File: config.mk
export PLATFORM = sky130hd
export DESIGN_NAME = pecTop
export DESIGN_NICKNAME = d
export VERILOG_FILES = /design/src/hdl/pecPkg.sv /design/src/hdl/pecMacIf.sv /design/src/hdl/pecCtrl.sv /design/src/hdl/dotEngine.sv /design/src/hdl/rowAccum.sv /design/src/hdl/pecTop.sv
export SDC_FILE = /design/constraint.sdc
export NUM_CORES = 1
export LEC_CHECK = 0
export BUFFER_PORTS_ARGS = -buffer_cell sky130_fd_sc_hd__clkbuf_2
export CORE_ASPECT_RATIO = 1.25
export CORE_MARGIN = 2
export CORE_UTILIZATION = 40
export CTS_BUF_LIST = sky130_fd_sc_hd__clkbuf_8
export DETAILED_ROUTE_END_ITERATION = 10
export GPL_TIMING_DRIVEN = 0
export SETUP_SLACK_MARGIN = 0.02
export SYNTH_ARGS = -nofsm -noshare
export SYNTH_HDL_FRONTEND = slang
export SYNTH_SLANG_ARGS = --single-unit
export TNS_END_PERCENT = 10
File: constraint.sdc
create_clock -name clk -period 8.5 [get_ports clk]
set_clock_uncertainty 0.15 [all_clocks]
set_input_delay 0.85 -clock clk [delete_from_list [all_inputs] [get_ports clk]]
set_output_delay 0.85 -clock clk [all_outputs]
set_load 0.01 [all_outputs]
File: src/hdl/pecPkg.sv
//====================================================================
// Shared sizes and types of the convolution row engine
// Element, partial-sum and channel-index typedefs
// Activation vector, weight block and per-tap result types
// Controller state encoding
//====================================================================
`default_nettype none

package pecPkg;

    localparam int DataWidth    = 8;   // One weight or activation element
    localparam int ChannelDepth = 4;   // Channels per vector and per tap
    localparam int KernelSize   = 3;   // Taps, also the window length

    // Product width, channel growth and two guard bits
    localparam int PsumWidth = 2 * DataWidth + $clog2(ChannelDepth) + 2;

    typedef logic signed [DataWidth-1:0]     dataT;
    typedef logic signed [PsumWidth-1:0]     psumT;
    typedef logic [$clog2(ChannelDepth)-1:0] chanIdxT;

    typedef dataT [ChannelDepth-1:0]                  actVecT;   // One activation vector
    typedef dataT [KernelSize-1:0][ChannelDepth-1:0]  weiBlkT;   // Tap-major weight block
    typedef psumT [KernelSize-1:0]                    tapPsumT;  // One dot product per tap

    typedef enum logic [1:0] {
        LoadWei,
        WaitAct,
        Compute,
        Drain
    } pecStateT;

endpackage

`default_nettype wire

File: src/hdl/pecMacIf.sv
//====================================================================
// Link between controller, dot-product engine and partial-sum chain
// Load and start strobes, done strobe and per-tap results
//====================================================================
`timescale 1ns/10ps
`default_nettype none

interface pecMacIf;

    logic             weiLoad;  // Capture weight block
    logic             start;    // Capture activation and run
    logic             done;     // Dot products complete
    pecPkg::tapPsumT  dot;      // Held from done onward

    modport ctrl   (output weiLoad, output start, input done);
    modport engine (input weiLoad, input start, output done, output dot);
    modport accum  (input done, input dot);

endinterface

`default_nettype wire

File: src/hdl/pecCtrl.sv
//====================================================================
// Sequencer of the convolution row engine
// FSM over weight load, activation accept, compute and drain
// Weight and activation ready, engine load and start strobes
//====================================================================
`timescale 1ns/10ps
`default_nettype none

module pecCtrl (
    input  logic  clk,
    input  logic  rst_n,
    input  logic  weiValid,
    output logic  weiReady,
    input  logic  actValid,
    output logic  actReady,
    input  logic  lstActBlk,
    input  logic  outBusy,
    pecMacIf.ctrl mac
);

    pecPkg::pecStateT state;
    pecPkg::pecStateT stateNxt;
    logic             weiXfer;
    logic             actXfer;
    logic             lstBlkReg;   // Block end flag of the current activation

    //====================================================================
    // Handshakes and strobes
    //====================================================================
    assign weiReady = (state == pecPkg::LoadWei);
    assign actReady = (state == pecPkg::WaitAct) && !outBusy;  // One sum waiting at most

    assign weiXfer = weiValid && weiReady;
    assign actXfer = actValid && actReady;

    assign mac.weiLoad = weiXfer;
    assign mac.start   = actXfer;   // Engine captures act on the transfer edge

    //====================================================================
    // State machine
    //====================================================================
    always_comb begin
        stateNxt = state;
        case (state)
            pecPkg::LoadWei: if (weiXfer) stateNxt = pecPkg::WaitAct;
            pecPkg::WaitAct: if (actXfer) stateNxt = pecPkg::Compute;
            pecPkg::Compute: if (mac.done) stateNxt = pecPkg::Drain;
            pecPkg::Drain: begin
                // Last activation of the block goes back for new weights
                stateNxt = lstBlkReg ? pecPkg::LoadWei : pecPkg::WaitAct;
            end
            default: stateNxt = pecPkg::LoadWei;
        endcase
    end

    always_ff @(posedge clk or negedge rst_n) begin
        if (!rst_n) begin
            state <= pecPkg::LoadWei;
        end else begin
            state <= stateNxt;
        end
    end

    always_ff @(posedge clk or negedge rst_n) begin
        if (!rst_n) begin
            lstBlkReg <= 1'b0;
        end else if (actXfer) begin
            lstBlkReg <= lstActBlk;
        end
    end

endmodule

`default_nettype wire

File: src/hdl/dotEngine.sv
//====================================================================
// Dot-product engine of the convolution row
// Weight block and activation registers
// Serial channel walk with one accumulator per tap
//====================================================================
`timescale 1ns/10ps
`default_nettype none

module dotEngine (
    input  logic           clk,
    input  logic           rst_n,
    input  pecPkg::weiBlkT wei,
    input  pecPkg::actVecT act,
    pecMacIf.engine        mac
);

    pecPkg::weiBlkT  weiReg;
    pecPkg::actVecT  actReg;
    pecPkg::chanIdxT chanCnt;    // Channel being multiplied
    logic            busy;
    logic            lastChan;
    pecPkg::tapPsumT prod;       // Current channel product per tap
    pecPkg::tapPsumT acc;

    //====================================================================
    // Operand capture
    //====================================================================
    always_ff @(posedge clk) begin
        if (mac.weiLoad) begin
            weiReg <= wei;
        end
        if (mac.start) begin
            actReg <= act;
        end
    end

    //====================================================================
    // Channel stepping
    //====================================================================
    assign lastChan = (chanCnt == pecPkg::chanIdxT'(pecPkg::ChannelDepth - 1));

    always_ff @(posedge clk or negedge rst_n) begin
        if (!rst_n) begin
            busy     <= 1'b0;
            chanCnt  <= '0;
            mac.done <= 1'b0;
        end else begin
            mac.done <= busy && lastChan;   // Rises with the final accumulate
            if (mac.start) begin
                busy    <= 1'b1;
                chanCnt <= '0;
            end else if (busy) begin
                if (lastChan) begin
                    busy    <= 1'b0;
                    chanCnt <= '0;
                end else begin
                    chanCnt <= chanCnt + 1'b1;
                end
            end
        end
    end

    // Same activation element against every tap
    always_comb begin
        for (int t = 0; t < pecPkg::KernelSize; t++) begin
            prod[t] = actReg[chanCnt] * weiReg[t][chanCnt];   // Signed, widened to psum
        end
    end

    always_ff @(posedge clk) begin
        if (mac.start) begin
            acc <= '0;
        end else if (busy) begin
            for (int t = 0; t < pecPkg::KernelSize; t++) begin
                acc[t] <= acc[t] + prod[t];
            end
        end
    end

    assign mac.dot = acc;   // Stable until the next start

endmodule

`default_nettype wire

File: src/hdl/rowAccum.sv
//====================================================================
// Window partial-sum chain of the convolution row
// Row flag capture and row position count
// Output register with valid/ready hold
//====================================================================
`timescale 1ns/10ps
`default_nettype none

module rowAccum (
    input  logic          clk,
    input  logic          rst_n,
    input  logic          actValid,
    input  logic          actReady,
    input  logic          frtActRow,
    input  logic          lstActRow,
    output logic          psumValid,
    input  logic          psumReady,
    output pecPkg::psumT  psum,
    output logic          outBusy,
    pecMacIf.accum        mac
);

    localparam int CntW = $clog2(pecPkg::KernelSize + 1);

    logic            actXfer;
    logic            frtReg;
    logic            lstReg;
    logic [CntW-1:0] rowPos;      // Activations seen in this row, saturating
    logic [CntW-1:0] rowPosNxt;
    logic            winDone;
    pecPkg::psumT    chain [pecPkg::KernelSize-1];
    pecPkg::psumT    winSum;

    assign actXfer = actValid && actReady;

    always_ff @(posedge clk or negedge rst_n) begin
        if (!rst_n) begin
            frtReg <= 1'b0;
            lstReg <= 1'b0;
        end else if (actXfer) begin
            frtReg <= frtActRow;
            lstReg <= lstActRow;
        end
    end

    //====================================================================
    // Row position
    //====================================================================
    always_comb begin
        if (frtReg) begin
            rowPosNxt = CntW'(1);                      // First of a new row
        end else if (rowPos == CntW'(pecPkg::KernelSize)) begin
            rowPosNxt = rowPos;
        end else begin
            rowPosNxt = rowPos + 1'b1;
        end
    end

    always_ff @(posedge clk or negedge rst_n) begin
        if (!rst_n) begin
            rowPos <= '0;
        end else if (mac.done) begin
            rowPos <= lstReg ? '0 : rowPosNxt;
        end
    end

    assign winDone = mac.done && (rowPosNxt == CntW'(pecPkg::KernelSize));

    //====================================================================
    // Chain and output
    //====================================================================
    always_ff @(posedge clk) begin
        if (mac.done) begin
            chain[0] <= mac.dot[0];                    // Opens a new window
            for (int j = 1; j < pecPkg::KernelSize - 1; j++) begin
                chain[j] <= chain[j-1] + mac.dot[j];
            end
        end
    end

    assign winSum = chain[pecPkg::KernelSize-2] + mac.dot[pecPkg::KernelSize-1];

    always_ff @(posedge clk) begin
        if (winDone) begin
            psum <= winSum;
        end
    end

    always_ff @(posedge clk or negedge rst_n) begin
        if (!rst_n) begin
            psumValid <= 1'b0;
        end else if (winDone) begin
            psumValid <= 1'b1;
        end else if (psumReady) begin
            psumValid <= 1'b0;                         // Taken by the sink
        end
    end

    assign outBusy = psumValid;

endmodule

`default_nettype wire

File: src/hdl/pecTop.sv
//====================================================================
// Convolution row engine top level
// Controller, dot-product engine and partial-sum chain
// joined by one engine interface
//====================================================================
`timescale 1ns/10ps
`default_nettype none

module pecTop (
    input  logic           clk,
    input  logic           rst_n,
    // Weight block
    input  logic           weiValid,
    output logic           weiReady,
    input  pecPkg::weiBlkT wei,
    // Activation stream
    input  logic           actValid,
    output logic           actReady,
    input  pecPkg::actVecT act,
    input  logic           frtActRow,
    input  logic           lstActRow,
    input  logic           lstActBlk,
    // Window partial sums
    output logic           psumValid,
    input  logic           psumReady,
    output pecPkg::psumT   psum
);

    logic outBusy;   // Sum waiting at the output

    pecMacIf macIf ();

    pecCtrl i_pecCtrl (
        .clk       (clk),
        .rst_n     (rst_n),
        .weiValid  (weiValid),
        .weiReady  (weiReady),
        .actValid  (actValid),
        .actReady  (actReady),
        .lstActBlk (lstActBlk),
        .outBusy   (outBusy),
        .mac       (macIf.ctrl)
    );

    dotEngine i_dotEngine (
        .clk   (clk),
        .rst_n (rst_n),
        .wei   (wei),
        .act   (act),
        .mac   (macIf.engine)
    );

    rowAccum i_rowAccum (
        .clk       (clk),
        .rst_n     (rst_n),
        .actValid  (actValid),
        .actReady  (actReady),
        .frtActRow (frtActRow),
        .lstActRow (lstActRow),
        .psumValid (psumValid),
        .psumReady (psumReady),
        .psum      (psum),
        .outBusy   (outBusy),
        .mac       (macIf.accum)
    );

endmodule

`default_nettype wire

Yosys cells after proc, flatten, opt, wreduce, memory -nomap -nowiden:

Memories as Yosys holds them, arrays and structs flattened.
Index checks and enable logic that the tools add are counted.

* equal/unequal tests: 9
* $mul: 3
* multiplexer cells: 26
* reductions and logical operators: 10
* order comparisons: 1
* add/sub/neg operators: 7

Operators by type and width (number)
* adder 20 bit: 5
* binary-select mux 8 bit (select 2 bit): 4
* multiplier 8 x 8 -> 16 bit: 3
* two-way mux 8 bit: 4
* two-way mux 2 bit: 9
* == test 2 bit, second input constant: 5
* two-way mux 1 bit: 8
* one-hot mux 2 bit (4 select lines): 1
* != test 2 x 1 -> 1 bit, second input constant: 3
* logical AND 1 bit: 5
* adder 2 x 1 -> 2 bit, second input constant: 2
* nonzero test 2 bit: 2
* less-than comparator 2 x 3 -> 1 bit, second input constant: 1
* AND reduction 3 bit: 1
* == test 2 x 1 -> 1 bit, second input constant: 1
* logical NOT 2 bit: 1
* logical NOT 1 bit: 1

* memory bits (writable): 40
* bits in registers: 220
* memories kept: 1
* input port bits: 136
* logic and storage cells: 86

Memory list
* i_rowAccum.chain: depth 2, bits a word 20, rd ports 2, clocked after memory_dff 0, wr ports 2, RTL line rowAccum.sv:31 `pecPkg::psumT chain [pecPkg::KernelSize-1];`

Depth between registers and ports, before layout:

* depth after elaboration: 6
* mapped depth: 32
* gate-level depth less buffers: 29

Hierarchy:

A second synthesis with hierarchy kept.

* cells, all modules: 1900
* area total of the unflattened synthesis: 21739.6 sq um

By module, submodules not included
* dotEngine: times used 1, area an instance 17609.4 sq um, seq. area each 5144.9 sq um, cells each 1545
* rowAccum: times used 1, area an instance 3893.7 sq um, seq. area each 1926.8 sq um, cells each 333
* pecCtrl: times used 1, area an instance 236.5 sq um, seq. area each 75.1 sq um, cells each 22

Worst setup path after synthesis:

OpenSTA, ideal clock, no wires.

* kind: register -> register
* from: register i_dotEngine.chanCnt[0]
* to: register i_dotEngine.acc, in the netlist i_dotEngine.mac.dot[59]
* buffers on the path: 3
* stages on the path, launching flop included: 32
* data required time: 8234 ps
* arrival: 6773 ps
* slack: 1461 ps
* cell sequence: dfrtp_1 -> buf_4 -> buf_4 -> buf_2 -> mux2_2 -> o21ai_1 -> inv_1 -> fa_1 -> inv_1 -> fa_1 -> inv_1 -> fa_1 -> inv_1 -> fa_1 -> inv_1 -> ha_1 -> a21oi_1 -> o21bai_1 -> a21oi_1 -> o21bai_1 -> a21oi_1 -> xnor2_1 -> ha_1 -> a21o_1 -> a21o_1 -> a21o_1 -> nor2b_1 -> a221oi_1 -> a21oi_1 -> xor2_1 -> a21oi_1 -> a31o_2

* word-level cells in the longest chain between the ends: 4
* elaborated cells between the ends (all ways): 6
* classes of those cells: 1 x add/sub; 1 x mul; 4 x mux

RTL lines
* start: declaration: RTL line dotEngine.sv:19 `pecPkg::chanIdxT chanCnt;`
* start signal: assignment: RTL line dotEngine.sv:57 `chanCnt <= chanCnt + 1'b1;`
* binary-select mux 8 bit (select 2 bit): RTL line dotEngine.sv:66 `prod[t] = actReg[chanCnt] * weiReg[t][chanCnt];`
* two-way mux 8 bit (implied by the code): RTL line dotEngine.sv:66
* multiplier 8 x 8 -> 16 bit *: RTL line dotEngine.sv:66
* adder 20 bit *: RTL line dotEngine.sv:75 `acc[t] <= acc[t] + prod[t];`
* end signal: indexed assignment: RTL line dotEngine.sv:75
* end: declaration: RTL line dotEngine.sv:23 `pecPkg::tapPsumT acc;`

Mark *: on every way between the ends. The rest lies on a longest branch, timed or not. The select of a mux whose other input is x is not followed.
A chain may end at the register's enable or synchronous reset.

Worst setup path after layout:

Same ends and word-level chain as after synthesis.

==> results.md <==
- Async set-reset flop share out of synthesis: 0.0462
- DP Worst Slack: -376 ps
- Clk sink count: between 200 and 300
- Worst endpoint data arrival time: ~8300 ps
- Post-Synth Simple-Gate Area: 0.111
- GRT Total Usage: 0.186
- Post-route design area: 23,700 sq um
- Post-Synth XOR/XNOR Area: 0.0512
- IO buf count: 158
- Mux share of post-synthesis cell area: 0.0513
- Fin crit share: 0.940
- Area leader, netlist: edfxtp_1
- End of the critical path: i_dotEngine.mac.dot[59]
- Grt met1 use: 0.226
- WL per Instance: about 17 microns
- Fin worst setup slack: about 510 ps
- Vias/cell: just over 5
- HPWL Detailed: between 40,000 and 50,000 microns
- Final Max Tran Viols: 0
- DRC errors left: 0
- Final #Nets: between 2,000 and 3,000
- Avg Cell Area, Syn: 10.7 sq um
- Worst path required time: 8850 ps
- Maximum clock rate: roughly 130 MHz
- Max stage delay cell, worst path: mux4_2
- CTS tree: yes
- Final Hold Fails: 0
- Ys flop type: edfxtp_1
- Boundary Pins: ~160
- Clock-pin slew on the worst setup and hold paths: approximately 70 ps
- Synth top cells by count: 293 x inv_1, 193 x ha_1, 188 x edfxtp_1
- Syn nets: approximately 2,500
- Synth Area in Adders: 0.277
- Antenna violations before repair: 0
- DP Area: about 23,000 sq um
- Cell with the most instances on the worst path: a21oi_1
- Post-synthesis sequential area ratio: 0.340
- Distinct cell type count after synthesis: 75
- Die height: 260 microns
- Rel. slew slack: 0.357
- Worst Setup SP: i_dotEngine.chanCnt[0]
- Drt first pass iters: 5
- DIE AREA: 54,500 sq um
- Met2 GRT Util: 0.340
- Final hold slack: between 200 and 300 ps
- Final min period: approximately 8000 ps
- Post-Syn Area: between 20,000 and 25,000 sq um
- DIE WIDTH: 209 microns
- Post-Route WL: between 40,000 and 50,000 microns
- Core Footprint: about 52,000 sq um
- Max-cap viol count: 0
- Worst Tran Pin Value: roughly 960 ps
- Top-count cell post-synth: inv_1
- CP max FO: 10
- Rows: 93
- Yosys Warn Count: 0
- Synth Register Bits: between 200 and 300
- CTS Root Cell: clkbuf_8
- H-tree levels: 2
- Overflow after GRT: 0
- Seq. cell area: a little over 7000 sq um
- Synth Instances: between 1,500 and 2,000
- Filler Cell Count: slightly below 5,000
- Syn-to-layout area delta: 12.5%
- Starting Density: 0.406
- Layer with the highest usage: met2
- Synth top area cells: edfxtp_1 27%, fa_1 16%, ha_1 11%
- CP endpoint kind: flop
- GPL Wtd Cong: approximately 0.85
- Largest family of logic cells by synthesized area: adder cells
- Iteration-0 DRC Markers: 783
- Area of the multi-input gates: approximately 13,000 sq um
- R2r startpoint: i_dotEngine.chanCnt[0]
- Synth top area share: 0.268
- R2r worst-path depth: 30
- Routed via count: about 15,000
- Status: finished clean
- Capturing point of the worst reg2reg path: i_dotEngine.mac.dot[59]
- Final ANT Viol Nets: 0
- Share of cells above drive strength 1: 0.141
- Critical path type: flop to flop
- Worst hold path type: primary input to flop
- RSZ-0062 raised after global routing: no
- Setup violators final: 0
- Worst-Skew Late Latency: about 620 ps
- Synth Area in Compound Gates: 0.109
- CP Launch Type: flop
- Number of synthesized flops with an enable pin: roughly 190
- Maximum root-to-sink buffer count: 3
- First-pass GRT wire length: about 80,000 microns
- FF-to-FF setup slack: about 510 ps
- Vias in the first global route: around 15,000
- Diode count: 0
- Largest net degree at the start of global routing: between 50 and 60
- Met3 usage: 0.0296
- Max incr delay on CP: ~630 ps
- Clock buffer count from CTS: 43
==> how the worst min path moves through the flow <==
stage / startpoint / end / cells past startpoint
after detailed placement: i_dotEngine.mac.dot[18] / i_rowAccum.chain[0][18] / 0
final: wei[92] / i_dotEngine.weiReg[92] / 1
after floorplan: i_dotEngine.mac.dot[12] / i_rowAccum.chain[0][12] / 0
after global routing: wei[31] / i_dotEngine.weiReg[31] / 1
after global placement: i_dotEngine.mac.dot[19] / i_rowAccum.chain[0][19] / 0
after CTS: wei[92] / i_dotEngine.weiReg[92] / 1
==> layout make-up <==
type | count | area share
flip-flops and latches | 260 | 0.302
clock inverters | 35 | 0.0114
multi-input cells | 1361 | 0.534
repair buffers | 163 | 0.0372
plain buffers | 43 | 0.00756
well taps | 665 | 0.0352
inverters | 295 | 0.0468
clock buffers | 44 | 0.0256
==> worst max-delay path, delay by kind of cell, from the launching register on <==
kind                       cells  cell delay [ps]
adders and majority gates      7             2590
AOI/OAI and AO/OA             13             2300
buffers and inverters          5              970
muxes                          1              630
DFF                            1              430
xor gates and xnor gates       2              420
and+or+nand+nor                2              380
==> state kept, by name (all words and copies together) (netlist names) <==
| register | count |
|---|---|
| i_rowAccum.frtReg | 1 |
| i_pecCtrl.state | 2 |
| i_rowAccum.lstReg | 1 |
| i_dotEngine.actReg | 32 |
| i_rowAccum.psum | 20 |
| i_dotEngine.mac.dot | 60 |
| i_dotEngine.busy | 1 |
| i_rowAccum.rowPos | 2 |
| i_rowAccum.outBusy | 1 |
| i_dotEngine.chanCnt | 2 |
| i_rowAccum.chain | 40 |
| i_dotEngine.mac.done | 1 |
| i_pecCtrl.lstBlkReg | 1 |
| i_dotEngine.weiReg | 96 |
==> cell families (layout without fill, tap and decap cells) <==
family          after synthesis  after routing
buf+inv                     338            580
flops                       260            260
xor+xnor                    122            122
compound gates              331            331
fa+ha+maj                   363            363
mux                          71             71
simple gates                474            474
==> metrics by stage <==
stage | cells | util | TNS, ps
floorplan | 1959 | - | 0
global placement | 2782 | 0.438 | -310
detailed placement | 2786 | 0.439 | -408
CTS | 2866 | 0.457 | 0
global route | 2866 | 0.457 | 0
finish | 2866 | 0.457 | 0
==> repair_timing <==
item,in CTS,in global routing
resized for setup,2,6
setup buffers,0,0
hold buffers,1,0
cloned,0,0
hold endpoints to repair,12,0
endpoints found under the setup margin,2,7
==> layer usage <==
metal,up-vias,share of wire
met5,-,0
li1,7079,-
met4,0,0.028
met2,373,0.51
met1,7061,0.42
met3,82,0.046
==> placed cells by master (no fill, tap or decap), drive strengths merged, types with 95 or more instances in the layout <==
cell type / n
a21oi: 95
and2: 131
clkbuf: 233
edfxtp: 188
fa: 170
ha: 193
inv: 306
nand2: 99
nor2: 142
xnor2: 98
Power is left out: the tool's default activity adds up to more than one toggle a clock period on the data nets, which glitch-free logic cannot reach.
